### config.mk
export PLATFORM = sky130hd
export DESIGN_NAME = dbus_response
export DESIGN_NICKNAME = d
export VERILOG_FILES = /design/src/dbus_pkg.sv /design/src/dbus_response.sv
export VERILOG_INCLUDE_DIRS = /design/src
export SDC_FILE = /design/constraint.sdc
export NUM_CORES = 1
export LEC_CHECK = 0
export BUFFER_PORTS_ARGS = -buffer_cell sky130_fd_sc_hd__buf_4
export CORE_MARGIN = 2
export CORE_UTILIZATION = 35
export DETAILED_ROUTE_END_ITERATION = 7
export GPL_TIMING_DRIVEN = 0
export PLACE_DENSITY = 0.94
export SETUP_SLACK_MARGIN = 0.3
export SLEW_MARGIN = 30
export SYNTH_ARGS = -nofsm -noshare
export SYNTH_HDL_FRONTEND = slang
export SYNTH_SLANG_ARGS = --single-unit
### constraint.sdc
create_clock -name clk_bus_i -period 1.55 [get_ports clk_bus_i]
set_clock_uncertainty 0.1 [all_clocks]
set_input_delay 0.31 -clock clk_bus_i [delete_from_list [all_inputs] [get_ports clk_bus_i]]
set_output_delay 0.31 -clock clk_bus_i [all_outputs]
set_load 0.03 [all_outputs]
### src/soc_dbus_settings.svh
`ifndef SOC_DBUS_SETTINGS_SVH
`define SOC_DBUS_SETTINGS_SVH

// data and address width of the bus
`define SOC_DBUS_DW 32

// on-chip RAM depth in 32-bit words, 4 KB
`define SOC_DBUS_RAM_WORDS 1024

// gpio pin count, whole bytes only
`define SOC_DBUS_GPIO_W 32

`endif

### src/dbus_pkg.sv
`default_nettype none

`include "soc_dbus_settings.svh"

package dbus_pkg;

    // one master access, held for a single cycle
    typedef struct packed {
        logic                        read;
        logic                        write;
        logic [`SOC_DBUS_DW-1:0]     addr;
        logic [`SOC_DBUS_DW/8-1:0]   be;     // byte enables
        logic [`SOC_DBUS_DW-1:0]     wdata;
    } dbus_req_t;

    typedef enum logic [1:0] {
        TGT_RAM,
        TGT_GPIO,
        TGT_TICK,
        TGT_NONE    // unmapped
    } dbus_target_e;

    typedef struct packed {
        logic         valid;
        dbus_target_e target;
        dbus_req_t    req;
    } dbus_route_t;

    typedef struct packed {
        logic                    valid;
        logic                    error;
        logic [`SOC_DBUS_DW-1:0] rdata;
    } dbus_resp_t;

endpackage

`default_nettype wire

### src/dbus_response.sv
`default_nettype none
`timescale 1ns/1ps

module dbus_response (
    input  wire                  clk_bus_i,
    input  wire                  rst_n_i,
    input  dbus_pkg::dbus_resp_t ram_resp_i,
    input  dbus_pkg::dbus_resp_t gpio_resp_i,
    input  dbus_pkg::dbus_resp_t tick_resp_i,
    input  dbus_pkg::dbus_resp_t miss_resp_i,
    output dbus_pkg::dbus_resp_t master_resp_o,
    output logic                 done_o
);

    // drop a reply that is not strobing
    function automatic dbus_pkg::dbus_resp_t gate(input dbus_pkg::dbus_resp_t r);
        return r.valid ? r : '0;
    endfunction

    dbus_pkg::dbus_resp_t merged;
    logic                 vld_q;
    logic                 err_q;
    logic [$bits(merged.rdata)-1:0] data_q;

    always_comb begin
        merged = gate(ram_resp_i) | gate(gpio_resp_i) | gate(tick_resp_i) | gate(miss_resp_i);
    end

    always_ff @(posedge clk_bus_i or negedge rst_n_i) begin
        if (!rst_n_i) begin
            vld_q <= 1'b0;
        end else begin
            vld_q <= merged.valid;
        end
    end

    always_ff @(posedge clk_bus_i) begin
        err_q  <= merged.error;
        data_q <= merged.rdata;
    end

    assign master_resp_o = '{valid: vld_q, error: err_q, rdata: data_q};
    assign done_o        = vld_q;   // releases the decoder

    a_one_resp: assert property (
        @(posedge clk_bus_i) disable iff (!rst_n_i)
        $onehot0({ram_resp_i.valid, gpio_resp_i.valid, tick_resp_i.valid, miss_resp_i.valid})
    );

endmodule

`default_nettype wire

=== Word-level counts from Yosys, hierarchy flattened ===
Cells that the tools add are included.

* Register bits after elaboration: 34
* Input port bits: 138
* Output and inout port bits: 35
* Word-level logic and storage cells: 10

* Muxes and demuxes: 4
* Bitwise operators: 3

{| class="wikitable"
|+ Operators by type and width
! cell !! number
|-
| $mux 34 || 4
|-
| $or 34x34->34 || 3
|}

=== Longest topological paths before layout ===
* Depth in word-level cells: 4
* Depth in mapped cells: 4
* Depth with buffers taken out: 2

=== Worst setup path after synthesis ===
OpenSTA, ideal clock, no wires.

* Path kind: input -> register
* Start: input port miss_resp_i[33] in the netlist's numbering
* End: register vld_q, in the netlist done_o
* Library setup time: 0.139 ns
* Arrival: 0.926 ns
* Required time: 1.311 ns
* Slack: 0.386 ns
* Cell stages on the path: 2
* Path buffers: 1
* Cell sequence: buf_2 or4_4

{| class="wikitable"
|+ RTL lines
! element !! RTL line !! RTL
|-
| start, declared || dbus_response.sv:10 || <nowiki>input dbus_pkg::dbus_resp_t miss_resp_i,</nowiki>
|-
| end signal, assigned || dbus_response.sv:33 || <nowiki>vld_q <= merged.valid;</nowiki>
|-
| end, declared || dbus_response.sv:21 || <nowiki>logic vld_q;</nowiki>
|}

=== Final worst setup path ===
* Start: register vld_q, in the netlist done_o
* End: output port master_resp_o[33] in the netlist's numbering

{| class="wikitable"
|+ RTL lines
! element !! RTL line !! RTL
|-
| end, declared || dbus_response.sv:11 || <nowiki>output dbus_pkg::dbus_resp_t master_resp_o,</nowiki>
|}

No word-level cell between the ends.

==> summary.md <==
| Metric | Value |
|---|---|
| Crit start category | flip-flop |
| Detail Placement HPWL | 4.77 mm |
| Postcts setup bufs | 0 |
| Final hold slack | 0.136 ns |
| CP arrival | 0.92 ns |
| Worst rel slew slack | 85.1% |
| Most frequent cells in the layout | buf_4, a22oi_1, nand2_1, dfxtp_1, buf_2 |
| Final setup viols | 0 |
| Core Rows | 23 |
| Die X | 67.6 um |
| Post-synthesis cell count | 152 |
| Final period util | 85.6% |
| Wire length per cell | 15.9 um |
| Worst-path fanout max | 2 |
| Initial DRT Pass Iterations | 4 |
| Total grt overflow | 0 |
| Slowest cell on crit path | dfrtp_1 |
| Initial antenna violation count | 0 |
| Final Non-Filler Cells | 378 |
| H-tree levels | 2 |
| Routability cong. | 0.769 |
| Crit path top cell by count | buf_6 |
| RSZ-0062 raised after global routing | yes |
| Total vias in the final route | 1927 |
| Finished Cell Area | 2880 sq um |
| CTS tree | done |
| Total negative slack | 0 ns |
| Peak supply drop | 0.541 mV |
| Post-synthesis mux area share | 0% |
| Worst-path clk slew | 0.07 ns |
| Leak | 0.00148 uW |
| PortBufs | 168 |
| Reg area | 686 sq um |
| Total of warnings raised by yosys | 0 |
| Initial Util | 36.0% |
| Antenna diodes | 0 |
| Post-Synth Adder-Cell Area | 0% |
| Die H | 67.6 um |
| Crit end category | output port |
| Clock buffer depth | 2 |
| Hold crit path type | in -> reg |
| Post-synthesis simple-gate area fraction | 9.53% |
| Total power | 2550 uW |
| Largest family of logic cells by synthesized area | compound AO/OA/AOI/OAI gates |
| Iter 0 DRT Violations | 150 |
| Vias/cell | 5.10 |
| # IOs | 173 |
| Remaining antenna violation count | 0 |
| Drt drc | 0 |
| Fill cells | 304 |
| Post-Syn Area | 1420 sq um |
| Clock sink total | 34 |
| CP peak stage delay | 0.40 ns |
| Share of layout cells above drive strength 1 | 59.1% |
| Compound-gate portion of the synthesized area | 35.0% |
| Vias in the first global route | 1856 |
| Post-DP Area | 2740 sq um |
| Area grow syn2layout | 103% |
| Core ar. | 3940 sq um |
| Critical Path, Cell by Cell | buf_6 > buf_6 |
| Status | finished, final reports clean |
| Overall global routing resource usage | 25.5% |
| Post-synthesis area per instance | 9.33 sq um |
| Commonest non-fill, non-tap cell in the layout | buf_4 |
| Final min period | 1.33 ns |
| Max-cap violations | 0 |
| Post-synthesis register bit count | 34 |
| Fmax | 754 MHz |
| CTS Root Cell | clkbuf_8 |
| Total routed wirelength | 6.01 mm |
| First-pass GRT wire length | 8.67 mm |
| Crit Path Category | reg -> out |
| Area taken by multi-input logic gates | 631 sq um |
| Worst slew pin tran | 0.223 ns |
| Slew Viols, Final | 0 |
| Largest net degree at the start of global routing | 11 |
| Post-synthesis sequential area ratio | 48.4% |
| Pwr per Cell Area | 889 nW/um^2 |
| # placed instances | 370 |
| CTS Buf Count | 5 |
| Syn_nets | 290 |
| Worst path required time | 1.14 ns |
| XOR/XNOR Fraction of Synth Area | 0% |
| Final hold viol count | 0 |
| Number of distinct library cells after synthesis | 8 |
| Die area | 4580 sq um |
| Layout Nets | 466 |
-- worst paths after layout --
check	startpoint	end	slack, ns	cells past startpoint
setup / recovery	done_o$_DFF_PN0_	master_resp_o[33]	0.22	2
hold / removal	gpio_resp_i[18]	data_q[18]$_DFF_P_	0.14	3
max in group asynchronous	rst_n_i	done_o$_DFF_PN0_	1.01	2
min in group asynchronous	rst_n_i	done_o$_DFF_PN0_	0.26	2
-- worst max-delay path, delay by kind of cell, from the launching register on --
family | cells | cell delay (ns)
flops | 1 | 0.40
buf+inv | 2 | 0.24
-- layer usage --
| metal | wire length (um) | GRT usage, % | vias to the layer above |
|---|---|---|---|
| li1 | - | - | 923 |
| met1 | 2170 | 29.4 | 885 |
| met2 | 3250 | 45.7 | 108 |
| met3 | 494 | 6.33 | 11 |
| met4 | 86 | 7.91 | 0 |
| met5 | 0 | 0 | - |
-- cell usage after synthesis --
master | n | share of area [%]
a22oi_1 | 66 | 35
or4_4 | 1 | 0.79
dfrtp_1 | 1 | 1.8
buf_6 | 1 | 0.79
dfxtp_1 | 33 | 47
nand2_1 | 33 | 8.7
buf_2 | 15 | 5.3
buf_4 | 2 | 1.1
-- through the flow --
stage / util (%) / worst slack (ns)
floorplan: - / 0.386
global placement: 69.5 / 0.332
detailed placement: 69.5 / 0.338
CTS: 72.9 / 0.213
global route: 72.9 / 0.185
finish: 72.9 / 0.223
-- registers in the layout, summed over array words and instances (netlist names) --
name    cells
data_q     32
done_o      1
err_q       1
-- where the power goes --
group / switching (uW) / leakage, uW / total (uW) / internal (uW)
Sequential: 20.6 / 0.000286 / 973 / 952
Clock: 304 / 0.0000573 / 818 / 514
Combinational: 362 / 0.00114 / 764 / 403
Total: 686 / 0.00148 / 2550 / 1870
-- area by class of cell --
| cell class | instances | area share [%] |
|---|---|---|
| sequential | 34 | 23.8 |
| clock inverter | 1 | 1.04 |
| clock buffer | 6 | 2.87 |
| buffer | 18 | 3.66 |
| timing repair buffer | 169 | 44.5 |
| multi-input combinational | 100 | 21.9 |
| tap | 50 | 2.18 |
-- cells by family (layout without fill, tap and decap cells) --
group,Yosys count,after routing
compound gates,66,66
buf+inv,18,194
simple gates,34,34
flops,34,34
-- repair_timing --
action	4_1_cts	5_1_grt
hold buffers	1	0
endpoints found under the hold margin	1	0
endpoints found under the setup margin	3	3
gates resized for setup	3	0
Power figures use the tool's default switching activity.
