<file path="config.mk">
export PLATFORM = sky130hd
export DESIGN_NAME = gpio_regs
export DESIGN_NICKNAME = d
export VERILOG_FILES = /design/src/dbus_pkg.sv /design/src/periph_pkg.sv /design/src/gpio_regs.sv
export VERILOG_INCLUDE_DIRS = /design/src
export SDC_FILE = /design/constraint.sdc
export NUM_CORES = 1
export LEC_CHECK = 0
export BUFFER_PORTS_ARGS = -buffer_cell sky130_fd_sc_hd__buf_2
export CAP_MARGIN = 20
export CORE_MARGIN = 5
export CORE_UTILIZATION = 52
export DETAILED_ROUTE_END_ITERATION = 10
export PLACE_DENSITY = 0.84
export SYNTH_ARGS = -nofsm -noshare
export SYNTH_HDL_FRONTEND = slang
export SYNTH_SLANG_ARGS = --single-unit
</file>
<file path="constraint.sdc">
create_clock -name clk_bus_i -period 2.3 [get_ports clk_bus_i]
set_clock_uncertainty 0.2 [all_clocks]
set_input_delay 0.115 -clock clk_bus_i [delete_from_list [all_inputs] [get_ports clk_bus_i]]
set_output_delay 0.115 -clock clk_bus_i [all_outputs]
set_load 0.1 [all_outputs]
</file>
<file path="src/soc_dbus_settings.svh">
`ifndef SOC_DBUS_SETTINGS_SVH
`define SOC_DBUS_SETTINGS_SVH

// data and address width of the bus
`define SOC_DBUS_DW 32

// on-chip RAM depth in 32-bit words, 4 KB
`define SOC_DBUS_RAM_WORDS 1024

// gpio pin count, whole bytes only
`define SOC_DBUS_GPIO_W 32

`endif

</file>
<file path="src/dbus_pkg.sv">
`default_nettype none

`include "soc_dbus_settings.svh"

package dbus_pkg;

    // one master access, held for a single cycle
    typedef struct packed {
        logic                        read;
        logic                        write;
        logic [`SOC_DBUS_DW-1:0]     addr;
        logic [`SOC_DBUS_DW/8-1:0]   be;     // byte enables
        logic [`SOC_DBUS_DW-1:0]     wdata;
    } dbus_req_t;

    typedef enum logic [1:0] {
        TGT_RAM,
        TGT_GPIO,
        TGT_TICK,
        TGT_NONE    // unmapped
    } dbus_target_e;

    typedef struct packed {
        logic         valid;
        dbus_target_e target;
        dbus_req_t    req;
    } dbus_route_t;

    typedef struct packed {
        logic                    valid;
        logic                    error;
        logic [`SOC_DBUS_DW-1:0] rdata;
    } dbus_resp_t;

endpackage

`default_nettype wire

</file>
<file path="src/periph_pkg.sv">
`default_nettype none

`include "soc_dbus_settings.svh"

package periph_pkg;

    // all windows are 4 KB
    localparam int OFS_W = 12;

    localparam logic [`SOC_DBUS_DW-1:0] WIN_MASK  = 32'hFFFF_F000;

    localparam logic [`SOC_DBUS_DW-1:0] RAM_BASE  = 32'h0000_0000;
    localparam logic [`SOC_DBUS_DW-1:0] GPIO_BASE = 32'hBFD0_0000;
    localparam logic [`SOC_DBUS_DW-1:0] TICK_BASE = 32'hBFD0_1000;

    // gpio registers
    localparam logic [OFS_W-1:0] GPIO_OUT_OFS = 12'h000;
    localparam logic [OFS_W-1:0] GPIO_IN_OFS  = 12'h004;   // read only

    // ticker registers
    localparam logic [OFS_W-1:0] TICK_COUNT_OFS = 12'h000;
    localparam logic [OFS_W-1:0] TICK_CMP_OFS   = 12'h004;

endpackage

`default_nettype wire

</file>
<file path="src/gpio_regs.sv">
`default_nettype none
`timescale 1ns/1ps

`include "soc_dbus_settings.svh"

module gpio_regs (
    input  wire                         clk_bus_i,
    input  wire                         rst_n_i,
    input  dbus_pkg::dbus_route_t       route_i,
    input  wire [`SOC_DBUS_GPIO_W-1:0]  gpio_in_i,
    output logic [`SOC_DBUS_GPIO_W-1:0] gpio_out_o,
    output dbus_pkg::dbus_resp_t        resp_o
);

    localparam int DW = `SOC_DBUS_DW;
    localparam int GW = `SOC_DBUS_GPIO_W;

    logic                         hit;
    logic [periph_pkg::OFS_W-1:0] ofs;
    logic [GW-1:0]                out_q;
    logic [GW-1:0]                in_meta_q;
    logic [GW-1:0]                in_sync_q;
    logic                         vld_q;
    logic                         err_q;
    logic [DW-1:0]                data_q;

    assign hit = route_i.valid && (route_i.target == dbus_pkg::TGT_GPIO);
    assign ofs = route_i.req.addr[periph_pkg::OFS_W-1:0];

    always_ff @(posedge clk_bus_i or negedge rst_n_i) begin
        if (!rst_n_i) begin
            out_q     <= '0;
            in_meta_q <= '0;
            in_sync_q <= '0;
            vld_q     <= 1'b0;
        end else begin
            in_meta_q <= gpio_in_i;   // pins are asynchronous
            in_sync_q <= in_meta_q;
            vld_q     <= hit;
            if (hit && route_i.req.write && ofs == periph_pkg::GPIO_OUT_OFS) begin
                for (int b = 0; b < GW/8; b++) begin
                    if (route_i.req.be[b]) begin
                        out_q[8*b +: 8] <= route_i.req.wdata[8*b +: 8];
                    end
                end
            end
        end
    end

    always_ff @(posedge clk_bus_i) begin
        if (hit) begin
            err_q <= route_i.req.write && (ofs == periph_pkg::GPIO_IN_OFS);
            if (!route_i.req.read) begin
                data_q <= '0;
            end else if (ofs == periph_pkg::GPIO_OUT_OFS) begin
                data_q <= DW'(out_q);
            end else if (ofs == periph_pkg::GPIO_IN_OFS) begin
                data_q <= DW'(in_sync_q);
            end else begin
                data_q <= '0;
            end
        end
    end

    assign gpio_out_o = out_q;
    assign resp_o     = '{valid: vld_q, error: err_q, rdata: data_q};

endmodule

`default_nettype wire

</file>
After elaboration in Yosys (flattened, before gate mapping)
Index checks and enable logic that the tools add are counted.
{"block": "word_totals", "reg_bits": 130, "output_inout_bits": 66, "word_cells": 22}
{"block": "op_classes", "n_eq_ne": 2, "mux": 2, "n_reduce_logical": 9}
{"cell": "$mux W32", "n": 2}
{"cell": "$eq A12 B3 Y1 const B", "n": 1}
{"cell": "$logic_not A12 Y1", "n": 1}
{"cell": "$reduce_and A2 Y1", "n": 4}
{"cell": "$logic_and A1 B1 Y1", "n": 4}
{"cell": "$eq A2 B1 Y1 const B", "n": 1}

Longest topological paths before layout
{"block": "logic_depth", "word_depth": 5, "depth_mapped": 6}

Worst setup path before layout
Ideal clock, no wire load.
{"block": "synth_path", "path_type": "input port to flip-flop", "startpoint": "input route_i[71] in the netlist's numbering", "endpoint": "register out_q[0], in the netlist gpio_out_o[0]", "setup_ps": 126, "arrival_time_ps": 1958, "t_required_ps": 1974, "path_slack_ps": 17, "path_stages": 5, "n_path_buf": 1, "cell_sequence": "and3b_1 > and3b_1 > buf_4 > nand3_4 > mux2_4"}
{"block": "synth_between", "elab_chain_cells": 5}
{"item": "start: declaration", "line_no": "gpio_regs.sv:9", "source": "input dbus_pkg::dbus_route_t route_i,"}
{"item": "$eq A2 B1 Y1", "line_no": "gpio_regs.sv:27", "source": "assign hit = route_i.valid && (route_i.target == dbus_pkg::TGT_GPIO);"}
{"item": "$logic_and A1 B1 Y1", "line_no": "gpio_regs.sv:27"}
{"item": "$logic_and A1 B1 Y1 (2 in a row)", "line_no": "gpio_regs.sv:40", "source": "if (hit && route_i.req.write && ofs == periph_pkg::GPIO_OUT_OFS) begin"}
{"item": "$reduce_and A2 Y1 (no source line)"}
{"item": "end signal: indexed assignment", "line_no": "gpio_regs.sv:43", "source": "out_q[8*b +: 8] <= route_i.req.wdata[8*b +: 8];"}
{"item": "end: declaration", "line_no": "gpio_regs.sv:20", "source": "logic [GW-1:0] out_q;"}
No other way between the ends.
A chain may end at the register's enable or synchronous reset.

Worst setup path in the final report
{"block": "layout_path", "startpoint": "input route_i[68] in the netlist's numbering", "endpoint": "register out_q[6], in the netlist gpio_out_o[6]"}
{"block": "layout_between", "elab_chain_cells": 3}
{"item": "$logic_and A1 B1 Y1 (2 in a row)", "line_no": "gpio_regs.sv:40"}
{"item": "$reduce_and A2 Y1 (no source line)"}
No other way between the ends.

==> results_dict.tcl <==
set metrics [dict create \
    dp_cells 503 \
    fp.dieArea_mm2 0.0107 \
    total_power_w 0.00550 \
    synth_top_cell_area_share 0.536 \
    slowest_stage "dlygate4sd3_1" \
    fin_crit_ns 2.25 \
    grt_pass1_wl_mm 19.3 \
    area_growth_pct 54.8 \
    leakagePower_nw 3.47 \
    n_fill_cell 454 \
    antenna_found_initial 1 \
    fin_util 0.816 \
    setup-violations-final 0 \
    dp_hpwl_mm 6.66 \
    maxCapViolCount 0 \
    yosysMostFrequentCell "dfrtp_1" \
    drt-pass1-iter-count 6 \
    yosys.area.top_type "dfrtp_1" \
    critPathTopFamily "buffers and inverters" \
    ys_seq_elements 130 \
    grt_pass1_vias 3474 \
    grt_use_total 0.258 \
    hold_path_class "in2reg" \
    drive_above_1_share 0.430 \
    htree_levels 4 \
    hold_viol 0 \
    fmax_ghz 0.445 \
    synthCells 249 \
    synthFlopType "dfrtp_1" \
    worstPathCellList "dlygate4sd3_1, buf_2, and3b_1, nand3_4, mux2_4, dlygate4sd3_1" \
    io_pins 173 \
    drc 0 \
    die_height_um 103 \
    die_x_um 103 \
    gr-total-overflow 0 \
    required_ns 2.47 \
    row_count 34 \
    status "finished, final reports clean" \
    crit_buf_inv 3 \
    cts_hold_buffers 101 \
    ys_top_cells_by_area "dfrtp_1, edfxtp_1, mux2_4, mux2i_1, nor2_1" \
    cts_root_buffer "clkbuf_8" \
    wl_mm 12.8 \
    yosys-top-cells-count "dfrtp_1, edfxtp_1, mux2_4, mux2i_1, nor2_1" \
    clock_latency_ns 0.50 \
    core_area_mm2 0.00859 \
    final-max-slew-violation-count 0 \
    path_class "in2reg" \
    arrival_ns 2.42 \
    stdcell_count 637 \
    numClockSinks 130 \
    met3_wirelength_um 620 \
    clock_path_buffers 2 \
    portBuffers 152 \
    power_density_mw_per_mm2 784 \
    gp_congestion 0.710 \
    synthArstFlopShare 0.746 \
    grt_max_degree 57 \
    via_per_inst 4.92 \
    finalWorstSetupSlack_ns 0.0537 \
    syn_nets 356 \
    seq_area_frac_synth 0.755 \
    synth_cell_types 16 \
    cts_made_buffers 17 \
    ys_warn_count 0 \
    fin_tns_setup_ns 0 \
    cp-end-kind "flop" \
    cts_resized 0 \
    critical_path.most_common_cell "dlygate4sd3_1" \
    syn-cell-area_mm2 0.00453 \
    via_count 3131 \
    maxSlewHeadroom 0.595 \
    drt-met1-wl_mm 4.41 \
    cts_tree "done" \
    antenna_left 0 \
    routedWlPerCell_um 20.1 \
    postCtsSetupRepairBufs 0 \
    dr_wl_met2_mm 7.29 \
    tightest_slew_ns 0.607 \
    place_ws_ns 0.221 \
    initial_core_util 0.527 \
    synth_edf_count 33 \
    topRoutingLayerUsed "met4" \
    syn_avg_cell_area_um2 18.2 \
    start_kind "input port" \
    rsz0062_at_grt "false" \
    clk_pin_slew_ns 0.07 \
    crit_fanout 8 \
    period_share 0.977 \
    cp_slowest_stage_delay_ns 0.59 \
    layout.nets 622 \
    vdd_ir_drop_max_uv 553 \
    drt_iter0_markers 68 \
]
[cells in the final DEF (no fill, tap or decap), drive strengths merged, types with 4 or more instances in the layout]
master	Yosys	layout
clkbuf	0	20
mux2	32	32
mux2i	32	32
nor2	32	32
edfxtp	33	33
dfrtp	97	97
dlygate4sd3	0	100
buf	11	158
clkinv	0	4
nand3	4	4
inv	0	7
[per-stage QoR]
step                instance area, um2  hold WS, ns
finish                            7010       0.0513
global route                      7010       0.0334
CTS                               7010       0.0183
detailed placement                5410      -0.0584
global placement                  5410      -0.0698
floorplan                         4530       -0.381
[worst paths after layout]
path	start	cells past startpoint	to	slack, ns
max in group asynchronous	rst_n_i	4	gpio_out_o[27]$_DFFE_PN0P_	1.06
worst min register to register	in_meta_q[20]$_DFF_PN0_	0	in_sync_q[20]$_DFF_PN0_	0.14
worst max-delay path	route_i[68]	6	gpio_out_o[6]$_DFFE_PN0P_	0.05
worst max register to register	gpio_out_o[6]$_DFFE_PN0P_	2	gpio_out_o[6]$_DFFE_PN0P_	0.67
min in group asynchronous	rst_n_i	4	gpio_out_o[29]$_DFFE_PN0P_	0.55
worst min-delay path	gpio_in_i[9]	2	in_meta_q[9]$_DFF_PN0_	0.05
[cell type report]
cell class / instances / area, um2 / area share
timing repair buffer: 258 / 1830 / 0.262
sequential: 130 / 3420 / 0.488
clock inverter: 12 / 118 / 0.0168
antenna: 1 / 2.50 / 0.000357
clock buffer: 20 / 457 / 0.0652
multi-input combinational: 108 / 1040 / 0.149
tap: 108 / 135 / 0.0193
[sequential cells by signal (all words and copies together), names as in the netlist]
register    cells
data_q         32
gpio_out_o     32
in_sync_q      32
in_meta_q      32
err_q           1
vld_q           1
[where the power goes]
part	switching [W]	total, W	internal [W]
Combinational	0.000286	0.000461	0.000175
Clock	0.00102	0.00257	0.00155
Sequential	0.0000239	0.00247	0.00244
[logic make-up (layout without fill, tap and decap cells)]
group	count (synthesis)	in the layout	synth area share
other cells	0	1	0
flops	130	130	0.755
simple gates	44	44	0.0536
buf+inv	11	290	0.0146
mux	64	64	0.177
[layer usage]
| metal | global-route usage | vias up |
|---|---|---|
| li1 | - | 1405 |
| met1 | 0.268 | 1568 |
| met2 | 0.476 | 124 |
| met3 | 0.0818 | 34 |
| met4 | 0.116 | 0 |
| met5 | 0 | - |
Power figures use the tool's default switching activity.
