File: config.mk
export PLATFORM = sky130hd
export DESIGN_NAME = dbus_decode
export DESIGN_NICKNAME = d
export VERILOG_FILES = /design/src/dbus_pkg.sv /design/src/periph_pkg.sv /design/src/dbus_decode.sv
export VERILOG_INCLUDE_DIRS = /design/src
export SDC_FILE = /design/constraint.sdc
export NUM_CORES = 1
export LEC_CHECK = 0
export ABC_AREA = 1
export BUFFER_PORTS_ARGS = -buffer_cell sky130_fd_sc_hd__buf_2
export CAP_MARGIN = 20
export CORE_UTILIZATION = 41
export CTS_CLUSTER_SIZE = 24
export DETAILED_ROUTE_END_ITERATION = 8
export PLACE_DENSITY = 0.8
export SETUP_SLACK_MARGIN = 0.02
export SLEW_MARGIN = 40
export SYNTH_ARGS = -nofsm -noshare
export SYNTH_HDL_FRONTEND = slang
export SYNTH_SLANG_ARGS = --single-unit
File: constraint.sdc
create_clock -name clk_bus_i -period 7.8 [get_ports clk_bus_i]
set_clock_uncertainty 0.15 [all_clocks]
set_input_delay 0 -clock clk_bus_i [delete_from_list [all_inputs] [get_ports clk_bus_i]]
set_output_delay 0 -clock clk_bus_i [all_outputs]
set_load 0.01 [all_outputs]
File: src/soc_dbus_settings.svh
`ifndef SOC_DBUS_SETTINGS_SVH
`define SOC_DBUS_SETTINGS_SVH

// data and address width of the bus
`define SOC_DBUS_DW 32

// on-chip RAM depth in 32-bit words, 4 KB
`define SOC_DBUS_RAM_WORDS 1024

// gpio pin count, whole bytes only
`define SOC_DBUS_GPIO_W 32

`endif

File: src/dbus_pkg.sv
`default_nettype none

`include "soc_dbus_settings.svh"

package dbus_pkg;

    // one master access, held for a single cycle
    typedef struct packed {
        logic                        read;
        logic                        write;
        logic [`SOC_DBUS_DW-1:0]     addr;
        logic [`SOC_DBUS_DW/8-1:0]   be;     // byte enables
        logic [`SOC_DBUS_DW-1:0]     wdata;
    } dbus_req_t;

    typedef enum logic [1:0] {
        TGT_RAM,
        TGT_GPIO,
        TGT_TICK,
        TGT_NONE    // unmapped
    } dbus_target_e;

    typedef struct packed {
        logic         valid;
        dbus_target_e target;
        dbus_req_t    req;
    } dbus_route_t;

    typedef struct packed {
        logic                    valid;
        logic                    error;
        logic [`SOC_DBUS_DW-1:0] rdata;
    } dbus_resp_t;

endpackage

`default_nettype wire

File: src/periph_pkg.sv
`default_nettype none

`include "soc_dbus_settings.svh"

package periph_pkg;

    // all windows are 4 KB
    localparam int OFS_W = 12;

    localparam logic [`SOC_DBUS_DW-1:0] WIN_MASK  = 32'hFFFF_F000;

    localparam logic [`SOC_DBUS_DW-1:0] RAM_BASE  = 32'h0000_0000;
    localparam logic [`SOC_DBUS_DW-1:0] GPIO_BASE = 32'hBFD0_0000;
    localparam logic [`SOC_DBUS_DW-1:0] TICK_BASE = 32'hBFD0_1000;

    // gpio registers
    localparam logic [OFS_W-1:0] GPIO_OUT_OFS = 12'h000;
    localparam logic [OFS_W-1:0] GPIO_IN_OFS  = 12'h004;   // read only

    // ticker registers
    localparam logic [OFS_W-1:0] TICK_COUNT_OFS = 12'h000;
    localparam logic [OFS_W-1:0] TICK_CMP_OFS   = 12'h004;

endpackage

`default_nettype wire

File: src/dbus_decode.sv
`default_nettype none
`timescale 1ns/1ps

module dbus_decode (
    input  wire                  clk_bus_i,
    input  wire                  rst_n_i,
    input  dbus_pkg::dbus_req_t  master_req_i,
    input  wire                  busy_i,
    input  wire                  done_i,
    output dbus_pkg::dbus_route_t route_o,
    output dbus_pkg::dbus_resp_t  miss_resp_o,
    output logic                 master_stall_o
);

    logic                   accept;
    logic                   busy_q;
    dbus_pkg::dbus_target_e tgt;

    logic                   route_vld_q;
    dbus_pkg::dbus_target_e route_tgt_q;
    dbus_pkg::dbus_req_t    route_req_q;
    logic                   miss_vld_q;

    // busy_i lets the top hold off new work, the own flag covers the access
    assign accept = (master_req_i.read | master_req_i.write) & ~busy_q & ~busy_i;

    always_comb begin
        if ((master_req_i.addr & periph_pkg::WIN_MASK) == periph_pkg::RAM_BASE) begin
            tgt = dbus_pkg::TGT_RAM;
        end else if ((master_req_i.addr & periph_pkg::WIN_MASK) == periph_pkg::GPIO_BASE) begin
            tgt = dbus_pkg::TGT_GPIO;
        end else if ((master_req_i.addr & periph_pkg::WIN_MASK) == periph_pkg::TICK_BASE) begin
            tgt = dbus_pkg::TGT_TICK;
        end else begin
            tgt = dbus_pkg::TGT_NONE;
        end
    end

    always_ff @(posedge clk_bus_i or negedge rst_n_i) begin
        if (!rst_n_i) begin
            busy_q      <= 1'b0;
            route_vld_q <= 1'b0;
            miss_vld_q  <= 1'b0;
        end else begin
            if (accept) begin
                busy_q <= 1'b1;
            end else if (done_i) begin
                busy_q <= 1'b0;   // free one cycle after the strobe
            end
            route_vld_q <= accept;
            miss_vld_q  <= route_vld_q && (route_tgt_q == dbus_pkg::TGT_NONE);
        end
    end

    always_ff @(posedge clk_bus_i) begin
        if (accept) begin
            route_req_q <= master_req_i;
            route_tgt_q <= tgt;
        end
    end

    assign route_o = '{valid: route_vld_q, target: route_tgt_q, req: route_req_q};

    // nobody answers unmapped addresses, so reply here
    assign miss_resp_o = '{valid: miss_vld_q, error: miss_vld_q, rdata: '0};

    assign master_stall_o = busy_q;

    // a second route only goes out after the first one has completed
    a_single_route: assert property (
        @(posedge clk_bus_i) disable iff (!rst_n_i)
        route_o.valid |=> (!route_o.valid) throughout done_i[->1]
    );

endmodule

`default_nettype wire

### Word level (Yosys, flattened, before mapping)

Cells that the tools add are included.

| word-level totals | value |
|---|---|
| flip-flop bits (word level) | 75 |
| output and inout port bits | 108 |
| input bits | 74 |

| cells by class | value |
|---|---|
| reductions and logical operators | 4 |
| eq/ne operators | 3 |
| bitwise operators | 5 |
| multiplexer cells | 4 |

Operators with widths:

| cell | count |
|---|---|
| equality test 20 bit (second input constant) | 2 |
| logical NOT 32 bit | 1 |
| 2-to-1 mux 1 bit | 4 |
| AND 1 bit | 2 |
| equality test 2 bit (second input constant) | 1 |
| NOT 1 bit | 2 |
| nonzero test 2 bit | 1 |
| OR reduction 2 bit | 1 |
| logical AND 1 bit | 1 |
| bitwise OR 1 bit | 1 |

### Depth between registers and ports, before layout

| depth | value |
|---|---|
| depth after elaboration | 4 |
| mapped depth | 7 |
| depth with buffers taken out | 7 |

### Worst setup path before layout

No wires, ideal clock.

| timing | value |
|---|---|
| kind | reg2reg |
| from | reg busy_q (netlist: master_stall_o) |
| to | reg route_vld_q |
| buffers on the path | 0 |
| setup slack | 1.590 ns |
| stages on the path, launching flop included | 2 |
| arrival time | 5.424 ns |
| path through | dfrtp_1 nor3_1 |

| between the ends | value |
|---|---|
| word-level cells in the longest chain between the ends | 3 |

RTL lines:

| item | line | RTL |
|---|---|---|
| start: declaration | dbus_decode.sv:16 | `logic busy_q;` |
| start signal: assignment | dbus_decode.sv:41 | `busy_q <= 1'b0;` |
| start signal: assignment | dbus_decode.sv:46 | `busy_q <= 1'b1;` |
| start signal: assignment | dbus_decode.sv:48 | `busy_q <= 1'b0;` |
| NOT 1 bit | dbus_decode.sv:25 | `assign accept = (master_req_i.read \| master_req_i.write) & ~busy_q & ~busy_i;` |
| AND 1 bit (2 in a row) | dbus_decode.sv:25 |  |
| named net accept | dbus_decode.sv:15 | `logic accept;` |
| end signal: assignment | dbus_decode.sv:50 | `route_vld_q <= accept;` |
| end: declaration | dbus_decode.sv:19 | `logic route_vld_q;` |

The timed path passes the listed nets, and every way through them passes these cells.
A chain may end at the register's enable or synchronous reset.

### Worst setup path in the final report

| timing | value |
|---|---|
| from | reg busy_q (netlist: master_stall_o) |
| to | reg route_req_q, in the netlist route_o[56], enable pin |

| between the ends | value |
|---|---|
| word-level cells in the longest chain between the ends | 3 |

RTL lines:

| item | line | RTL |
|---|---|---|
| NOT 1 bit | dbus_decode.sv:25 |  |
| AND 1 bit (2 in a row) | dbus_decode.sv:25 |  |
| named net accept | dbus_decode.sv:15 |  |
| end signal: assignment | dbus_decode.sv:57 | `route_req_q <= master_req_i;` |
| end: declaration | dbus_decode.sv:21 | `dbus_pkg::dbus_req_t route_req_q;` |

The timed path passes the listed nets, and every way through them passes these cells.

==> results.toml <==
[outcome]
status = "finished, final reports clean"

[logic_synthesis]
ys_warn_count = 0
syn-cell-area_mm2 = 0.00273
async_flop_share = 0.0400
avgSynthCellArea_um2 = 16.5
synthDominantCellAreaShare = 0.793
yosysTopAreaCell = "edfxtp_1"
synth_common_cells = "edfxtp_1 (72), buf_4 (35), nor2_1 (20)"
ys_seq_area_frac = 0.820
synthCells = 165
synth_cell_type_count = 14
synth_most_common_cell = "edfxtp_1"
synth_edf_count = 72
synth_ff_type = "edfxtp_1"
synth_area_leaders = "edfxtp_1 (79%), buf_4 (9.6%), dfrtp_1 (2.8%), nor2_1 (2.8%), nand2_1 (1.9%)"
ys_ff_latch = 75

[floorplan]
initial_core_util = 0.427
fp.dieH_um = 83.6
row_count = 29
io_pins = 182
core_area_mm2 = 0.00639
die_width_um = 83.6
die-area_mm2 = 0.00698

[global_route]
antenna_found_initial = 0
grt_usage = 0.258
grt_pass1_wl_um = 12800
grt_max_degree = 75
grt-ovfl-total = 0
grt_pass1_vias = 2256

[placement]
place.gp.congestion = 0.768
detailed_place_hpwl_um = 4380
port_buffers = 149
placed_cell_area_mm2 = 0.00344
dp_slack_ns = 5.90

[sta]
drv_slew = 0
tightest_slew_ns = 0.653
relSlewSlack = 0.564
tns_ns = 0
fmax_mhz = 555
setup_violations = 0
min_period_ns = 1.80
holdWs_ns = 0.0994
setup_slack_ns = 6.00
final_hold_viol_count = 0
rsz0062_at_grt = "false"
timing.final.crit_share = 0.231

[route]
route.top_layer_used = "met4"
dr.pass1.iters = 4
num_vias = 2197
drc = 0
routed_wl_um = 8600
drtIter0Drc = 147
wl_met1_um = 2890
wl_met2_um = 4650
post_drt_wl_per_cell_um = 18.0
wl_met3_um = 729
via_per_inst = 4.61
ant_nets = 0

[worst_setup_path]
worstSetupEndpointType = "register"
crit_fanout = 74
ff2ff_setup_slack_ns = 6.00
cp.required_ns = 7.63
crit_path_start_kind = "register"
path_class = "register to register"
arrival_ns = 1.63

[clocking]
post-cts-setup-buffers = 0
cts_tree = "done"
cts_hold_buffers = 73
cts_root_buf = "clkbuf_8"
path_clk_slew_ns = 0.09
cts_resized = 0
cts_buffer_depth = 2
numCtsBuffers = 9
clock_latency_ns = 0.35
clock_sinks = 75
cts_max_level = 3

[pwr]
power_frac_seq = 0.480
p_sw_uw = 222
switching_share = 0.221
p_int_uw = 784
p_leak_nw = 1.96
pwr-share-comb = 0.119
pwr-share-clk = 0.401
power_density_mw_per_mm2 = 226
ir_drop_mv = 0.260

[cells_and_area]
area_delta_synth_final_pct = 62.9
nets = 469
fin_area_mm2 = 0.00444
post-route-util = 0.696
num_antenna_cells = 0
drive_above_1_share = 0.420

[worst_hold_path]
worstHoldPathType = "input pin to register"

[job]
maxCapViolations = 0
critical path, stage by stage (launching register included):
cell     delay [ns]
dfrtp_1        0.44
nor3_2         0.26
buf_6          0.54
flip-flops by register name (all words and copies together) (netlist names):
signal and count:
route_o 70, route_tgt_q 2, route_vld_q 1, miss_vld_q 1
master_stall_o 1
per-layer routing:
layer  vias up  global-route usage
li1        963                   -
met1      1040               0.252
met2       164               0.480
met3        30              0.0762
met4         0               0.142
met5         -                   0
layout make-up:
cell class                 count  area, um2
clock buffer                  10        138
clock inverter                 6        136
fill                         424       1940
inverter                      10       37.5
multi-input combinational     76        312
sequential                    75       2240
tap                           77       96.3
timing repair buffer         223       1490
path summary, 6_finish.rpt:
check                               to  cells after the start            from
setup / recovery           route_o[56]                      2  master_stall_o
hold / removal             route_vld_q                      3          busy_i
setup reg to reg           route_o[56]                      2  master_stall_o
hold reg to reg             miss_vld_q                      1  route_tgt_q[1]
max in group asynchronous   miss_vld_q                      3         rst_n_i
min in group asynchronous  route_vld_q                      3         rst_n_i
power by group through the flow:
| stage | clock, mW | combinational (mW) | sequential [mW] |
|---|---|---|---|
| 6_report | 0.403 | 0.120 | 0.483 |
| 4_1_cts | 0.403 | 0.115 | 0.481 |
| 3_5_place_dp | 0 | 0.0856 | 0.490 |
| 3_3_place_gp | 0 | 0.0826 | 0.488 |
| 2_1_floorplan | 0 | 0.0359 | 0.507 |
| 5_1_grt | 0.426 | 0.127 | 0.485 |
cell families after synthesis:
| family | Yosys count | share of synthesized area |
|---|---|---|
| AO/OA/AOI/OAI | 1 | 0.00275 |
| buffers and inverters | 45 | 0.110 |
| other | 1 | 0.00137 |
| flip-flops | 75 | 0.820 |
| AND/OR/NAND/NOR | 43 | 0.0656 |
stage by stage:
stage                     std cells  power (mW)
after floorplan                 196       0.543
after global placement          388       0.571
after detailed placement        388       0.575
after CTS                       477       0.999
after global routing            477        1.04
final                           477        1.01
cells in the final DEF, fill, tap and decap left out, drive strengths merged, types with 2 or more instances in the layout:
cell type,instances
bufinv,4
nor2,21
edfxtp,72
nand2,14
dfrtp,3
conb,32
nand3,3
clkbuf,10
inv,10
or2,2
dlygate4sd3,73
buf,150
Power figures use the tool's default switching activity.
