$ cat src/soc_dbus_settings.svh
`ifndef SOC_DBUS_SETTINGS_SVH
`define SOC_DBUS_SETTINGS_SVH

// data and address width of the bus
`define SOC_DBUS_DW 32

// on-chip RAM depth in 32-bit words, 4 KB
`define SOC_DBUS_RAM_WORDS 1024

// gpio pin count, whole bytes only
`define SOC_DBUS_GPIO_W 32

`endif

$ cat src/dbus_pkg.sv
`default_nettype none

`include "soc_dbus_settings.svh"

package dbus_pkg;

    // one master access, held for a single cycle
    typedef struct packed {
        logic                        read;
        logic                        write;
        logic [`SOC_DBUS_DW-1:0]     addr;
        logic [`SOC_DBUS_DW/8-1:0]   be;     // byte enables
        logic [`SOC_DBUS_DW-1:0]     wdata;
    } dbus_req_t;

    typedef enum logic [1:0] {
        TGT_RAM,
        TGT_GPIO,
        TGT_TICK,
        TGT_NONE    // unmapped
    } dbus_target_e;

    typedef struct packed {
        logic         valid;
        dbus_target_e target;
        dbus_req_t    req;
    } dbus_route_t;

    typedef struct packed {
        logic                    valid;
        logic                    error;
        logic [`SOC_DBUS_DW-1:0] rdata;
    } dbus_resp_t;

endpackage

`default_nettype wire

$ cat src/periph_pkg.sv
`default_nettype none

`include "soc_dbus_settings.svh"

package periph_pkg;

    // all windows are 4 KB
    localparam int OFS_W = 12;

    localparam logic [`SOC_DBUS_DW-1:0] WIN_MASK  = 32'hFFFF_F000;

    localparam logic [`SOC_DBUS_DW-1:0] RAM_BASE  = 32'h0000_0000;
    localparam logic [`SOC_DBUS_DW-1:0] GPIO_BASE = 32'hBFD0_0000;
    localparam logic [`SOC_DBUS_DW-1:0] TICK_BASE = 32'hBFD0_1000;

    // gpio registers
    localparam logic [OFS_W-1:0] GPIO_OUT_OFS = 12'h000;
    localparam logic [OFS_W-1:0] GPIO_IN_OFS  = 12'h004;   // read only

    // ticker registers
    localparam logic [OFS_W-1:0] TICK_COUNT_OFS = 12'h000;
    localparam logic [OFS_W-1:0] TICK_CMP_OFS   = 12'h004;

endpackage

`default_nettype wire

$ cat src/ticker.sv
`default_nettype none
`timescale 1ns/1ps

`include "soc_dbus_settings.svh"

module ticker (
    input  wire                   clk_bus_i,
    input  wire                   rst_n_i,
    input  dbus_pkg::dbus_route_t route_i,
    output logic                  tick_irq_o,
    output dbus_pkg::dbus_resp_t  resp_o
);

    localparam int DW = `SOC_DBUS_DW;

    logic                         hit;
    logic [periph_pkg::OFS_W-1:0] ofs;
    logic                         cnt_wr;
    logic                         cmp_wr;
    logic [DW-1:0]                count_q;
    logic [DW-1:0]                cmp_q;
    logic                         irq_q;
    logic                         vld_q;
    logic [DW-1:0]                data_q;

    assign hit    = route_i.valid && (route_i.target == dbus_pkg::TGT_TICK);
    assign ofs    = route_i.req.addr[periph_pkg::OFS_W-1:0];
    assign cnt_wr = hit && route_i.req.write && (ofs == periph_pkg::TICK_COUNT_OFS);
    assign cmp_wr = hit && route_i.req.write && (ofs == periph_pkg::TICK_CMP_OFS);

    always_ff @(posedge clk_bus_i or negedge rst_n_i) begin
        if (!rst_n_i) begin
            count_q <= '0;
            cmp_q   <= '0;
            irq_q   <= 1'b0;
            vld_q   <= 1'b0;
        end else begin
            count_q <= cnt_wr ? '0 : count_q + 1'b1;   // any count write clears
            if (cmp_wr) begin
                for (int b = 0; b < DW/8; b++) begin
                    if (route_i.req.be[b]) begin
                        cmp_q[8*b +: 8] <= route_i.req.wdata[8*b +: 8];
                    end
                end
            end
            if (cnt_wr) begin
                irq_q <= 1'b0;
            end else if (cmp_q != '0 && count_q == cmp_q) begin
                irq_q <= 1'b1;   // sticky
            end
            vld_q <= hit;
        end
    end

    always_ff @(posedge clk_bus_i) begin
        if (hit) begin
            if (route_i.req.read && ofs == periph_pkg::TICK_COUNT_OFS) begin
                data_q <= count_q;
            end else if (route_i.req.read && ofs == periph_pkg::TICK_CMP_OFS) begin
                data_q <= cmp_q;
            end else begin
                data_q <= '0;
            end
        end
    end

    assign tick_irq_o = irq_q;
    assign resp_o     = '{valid: vld_q, error: 1'b0, rdata: data_q};

endmodule

`default_nettype wire
$ cat config.mk
export PLATFORM = sky130hd
export DESIGN_NAME = ticker
export DESIGN_NICKNAME = d
export VERILOG_FILES = /design/src/dbus_pkg.sv /design/src/periph_pkg.sv /design/src/ticker.sv
export VERILOG_INCLUDE_DIRS = /design/src
export SDC_FILE = /design/constraint.sdc
export NUM_CORES = 1
export LEC_CHECK = 0
export CAP_MARGIN = 25
export CORE_MARGIN = 4
export CORE_UTILIZATION = 44
export CTS_CLUSTER_DIAMETER = 30
export DETAILED_ROUTE_END_ITERATION = 8
export DONT_BUFFER_PORTS = 1
export PLACE_DENSITY = 0.57
export RECOVER_POWER = 50
export SYNTH_ARGS = -nofsm -noshare
export SYNTH_HDL_FRONTEND = slang
export SYNTH_SLANG_ARGS = --single-unit
$ cat constraint.sdc
create_clock -name clk_bus_i -period 2.35 [get_ports clk_bus_i]
set_input_delay 0 -clock clk_bus_i [delete_from_list [all_inputs] [get_ports clk_bus_i]]
set_output_delay 0 -clock clk_bus_i [all_outputs]
set_load 0.02 [all_outputs]
# Yosys cells after proc, flatten, opt, wreduce, memory -nomap -nowiden
# Cells that the tools add are included.
dict set report word_totals {
  reg_bits 98
  out_inout_bits 35
}
dict set report classes {
  add_sub_neg 1
  n_eq_ne 3
  mux 5
  reduce_logical 14
}
# cell count
set ops {}
lappend ops {{2-to-1 mux 32 bit} 3}
lappend ops {{adder 32 x 1 -> 32 bit, second input constant} 1}
lappend ops {{== test 32 bit} 1}
lappend ops {{nonzero test 32 bit} 1}
lappend ops {{== test 12 x 3 -> 1 bit, second input constant} 1}
lappend ops {{zero test 12 bit} 1}
lappend ops {{AND reduction 2 bit} 4}
lappend ops {{logical AND 1 bit} 7}
lappend ops {{== test 2 bit, second input constant} 1}
lappend ops {{2-to-1 mux 1 bit} 2}
lappend ops {{nonzero test 2 bit} 1}

# Depth between registers and ports, before layout
dict set report logic_depth {
  ltp_word 5
  mapped_depth 8
  mapped_depth_nobuf 6
}

# Least setup slack after synthesis
# No wires, ideal clock.
dict set report synth_timing {
  path_kind {input to register}
  start {in route_i[70] (netlist name)}
  end {reg cmp_q[15]}
  setup_time_ns 0.128
  t_arrival_ns 2.097
  required_ns 2.222
  slack_ns 0.125
  stages 5
  path_cell_list {and3b_1 -> nand4_1 -> nor3_4 -> nand2_4 -> mux2_1}
}
dict set report synth_between {
  elab_chain_cells 5
}
# item line
set synth_rtl {}
lappend synth_rtl {{start: declaration} ticker.sv:9} ;# input dbus_pkg::dbus_route_t route_i,
lappend synth_rtl {{== test 2 bit} ticker.sv:26} ;# assign hit = route_i.valid && (route_i.target == dbus_pkg::TGT_TICK);
lappend synth_rtl {{logical AND 1 bit} ticker.sv:26}
lappend synth_rtl {{logical AND 1 bit (2 in a row)} ticker.sv:29} ;# assign cmp_wr = hit && route_i.req.write && (ofs == periph_pkg::TICK_CMP_OFS);
lappend synth_rtl {{AND reduction 2 bit (no source line)} --}
lappend synth_rtl {{end signal: indexed assignment} ticker.sv:42} ;# cmp_q[8*b +: 8] <= route_i.req.wdata[8*b +: 8];
lappend synth_rtl {{end: declaration} ticker.sv:21} ;# logic [DW-1:0] cmp_q;
# No other way between the ends.
# A chain may end at the register's enable or synchronous reset.

# Worst setup path in the final report
dict set report layout_timing {
  start {in route_i[70] (netlist name)}
  end {reg cmp_q[24]}
}
# Same word-level chain as after synthesis.

==> results.cfg <==
[global_routing]
grt_first_pass_wirelength_um = 19900
grt_pass1_vias = 3640
grt_start_max_net_pins = 67
globalRouteTotalUtil_pct = 20.0
gr-total-overflow = 0
initial_antenna_violation_count = 0

[sta]
final.setup_skew_ns = 0.00631
post-route-min-period_ns = 2.03
setup_viol = 0
timing.slew.headroom_pct = -13.1
timing_worst_slew_pin_value_ns = 1.70
max_clock_freq_mhz = 492
unrepaired_setup_endpoints_after_global_routing = no
setup_total_negative_slack_ns = 0
min_period_over_period_pct = 86.4
hold_fails_final_rpt = 0
slew_violations = 67

[power_and_ir_drop]
fin_total_pwr_mw = 3.68
power.density_cell_area_mw_per_mm2 = 606
net-switching-power_mw = 0.880
share_comb_of_total_power_pct = 7.3
seq_power_share_pct = 51.5
power_switching_share_pct = 23.9
clock_power_share_pct = 41.2
vdd_drop_max_mv = 0.455
intPower_mw = 2.80
leakage_power_nw = 2.57

[cts]
clock_latency_ns = 0.34
cts_max_level = 3
tritoncts_num_sinks = 98
post_cts.repair.setup_buffers = 0
cts.repair.resized = 0
cts_tree = yes
clk_root_buffer_cell = sky130_fd_sc_hd__clkbuf_16
inserted_clock_buffers = 9
ctsLongestPathBuffers = 2
reg_clk_slew_reported_paths_ns = 0.07

[detailed_routing]
wl_per_cell_um = 19.4
vias_per_cell = 5.32
drt.antenna.violating_nets = 0
detail_route.drc_violations = 0
drt_iter0_drc = 222
detail_route.wirelength_um = 12100
routed-via-count = 3329
drt-pass1-iter-count = 4

[setup_path]
crit_path_start_kind = input port
critPathMaxFanout = 8
cp-end-kind = flop
critical_setup_path_class = input port to flop
crit_arrival_ns = 2.26
crit_required_ns = 2.57

[floorplanning]
num_rows = 38
fp.dieArea_mm2 = 0.0130
initial_core_util_pct = 45.4
io-pin-count = 110
die_extent_in_x_um = 114
floorplan.die.height_um = 114
fp.coreArea_mm2 = 0.0109

[yosys]
ys_types = 43
synth-seq-cells = 98
synth_area_per_cell_um2 = 12.0
yosysSeqAreaShare_pct = 52.6
yosysWarningCount = 0
post_synth_inst_count = 414
syn_nets = 490
cell_area_after_synthesis_mm2 = 0.00496

[placed_design]
gp_routability_congestion = 0.803
place_hpwl_um = 8350
dp_cells = 543
io_buffer_count = 0

[run_status]
violations = max-capacitance violations, max-slew violations
run_status = finished with violations

[cells_and_area]
final_nets = 557
antennaDiodeCount = 0
mostFrequentLayoutCell = sky130_fd_sc_hd__dfrtp_1
fin_cells = 626
layout-drive-gt1-share_pct = 17.1
final_cell_mix = sky130_fd_sc_hd__dfrtp_1, sky130_fd_sc_hd__dlygate4sd3_1, sky130_fd_sc_hd__nor2_1, sky130_fd_sc_hd__xnor2_1
flow.area_growth_from_synthesis_pct = 22.3

[min_path]
worst_hold_path_type = input port to flop

[flow_run]
cap_viol_max_count = 1
through the flow:
step	hold WS [ns]	util, %	cell area (um2)	setup WS, ns
after global routing	0.0277	55.5	6070	0.173
after floorplan	-0.296	-	4960	0.125
final	0.0171	55.5	6070	0.319
after CTS	0.00960	55.7	6090	0.297
after global placement	-0.293	46.5	5090	0.420
after detailed placement	-0.293	46.5	5090	0.385
cells by family (layout without fill, tap and decap cells):
group / Yosys count / in the layout / share of synthesized area, %
flops: 98 / 98 / 52.6
buf+inv: 31 / 103 / 3.50
other cells: 1 / 1 / 0.0756
mux: 64 / 64 / 13.7
compound gates: 10 / 10 / 1.06
fa+ha+maj: 1 / 1 / 0.252
simple gates: 151 / 151 / 18.5
xor+xnor: 58 / 58 / 10.2
cell type report:
type	count	area, um2
fillers	939	4870
flip-flops and latches	98	2610
multi-input cells	285	2180
repair buffers	80	773
clock buffers	10	239
well taps	140	175
clock inverters	6	66.3
inverters	7	26.3
power groups by stage:
| stage | registers [mW] | clock network [mW] | logic [mW] |
|---|---|---|---|
| 5_1_grt | 1.90 | 1.59 | 0.297 |
| 2_1_floorplan | 1.90 | 0 | 0.165 |
| 4_1_cts | 1.89 | 1.52 | 0.279 |
| 3_5_place_dp | 1.93 | 0 | 0.185 |
| 3_3_place_gp | 1.93 | 0 | 0.184 |
| 6_report | 1.89 | 1.51 | 0.268 |
registers in the layout, summed over array words and instances (netlist names):
signal      cells
tick_irq_o      1
vld_q           1
cmp_q          32
data_q         32
count_q        32
routing by layer:
| metal | part of all wire (%) | vias up | GRT usage (%) |
|---|---|---|---|
| met5 | 0 | - | 0 |
| met4 | 0.95 | 0 | 4.28 |
| met3 | 4.0 | 9 | 4.23 |
| met2 | 50 | 61 | 33.2 |
| met1 | 45 | 1676 | 27.1 |
| li1 | - | 1583 | - |
synthesized netlist by cell type, drive strengths merged:
library cell  count  area, um2
buf              14        109
xor2              5       43.8
nand2            14       82.6
or3               6       37.5
and2b             1       8.76
nor3             11       81.3
and3              3       18.8
nor4             20        204
nor2b             1       6.26
inv               7       26.3
edfxtp           32        961
clkbuf           10       38.8
mux2i            32        320
nor2             62        238
dfrtp            66       1650
a21oi             5       25.0
ha                1       12.5
nor4b             1       15.0
conb              1       3.75
nand3            13       82.6
mux2             32        360
o21ai             4       20.0
and4              3       26.3
nand4            14        103
xnor2            53        464
o211ai            1       7.51
and3b             1       8.76
and2              1       6.26
repair_timing:
item	4_1_cts	5_1_grt
hold endpoints to repair	129	0
hold buffers	67	0
setup endpoints to repair	0	0
critical path, stage by stage:
cell	delay, ns
sky130_fd_sc_hd__and3b_1	0.35
sky130_fd_sc_hd__nand4_1	0.27
sky130_fd_sc_hd__nor3_4	0.53
sky130_fd_sc_hd__nand2_4	0.23
sky130_fd_sc_hd__mux2_2	0.32
sky130_fd_sc_hd__dlygate4sd3_1	0.56
worst paths after layout:
kind                       cells after the start  slack (ns)           to         from
min in group asynchronous                      2        0.64  count_q[27]      rst_n_i
setup / recovery                               6        0.32    cmp_q[24]  route_i[70]
max in group asynchronous                      2        0.70    cmp_q[16]      rst_n_i
hold / removal                                 3        0.02   count_q[0]  route_i[38]
hold reg to reg                                1        0.54   count_q[0]   count_q[0]
setup reg to reg                               6        0.39  count_q[14]   count_q[0]
No activity file was read; power rests on OpenSTA's default activity.
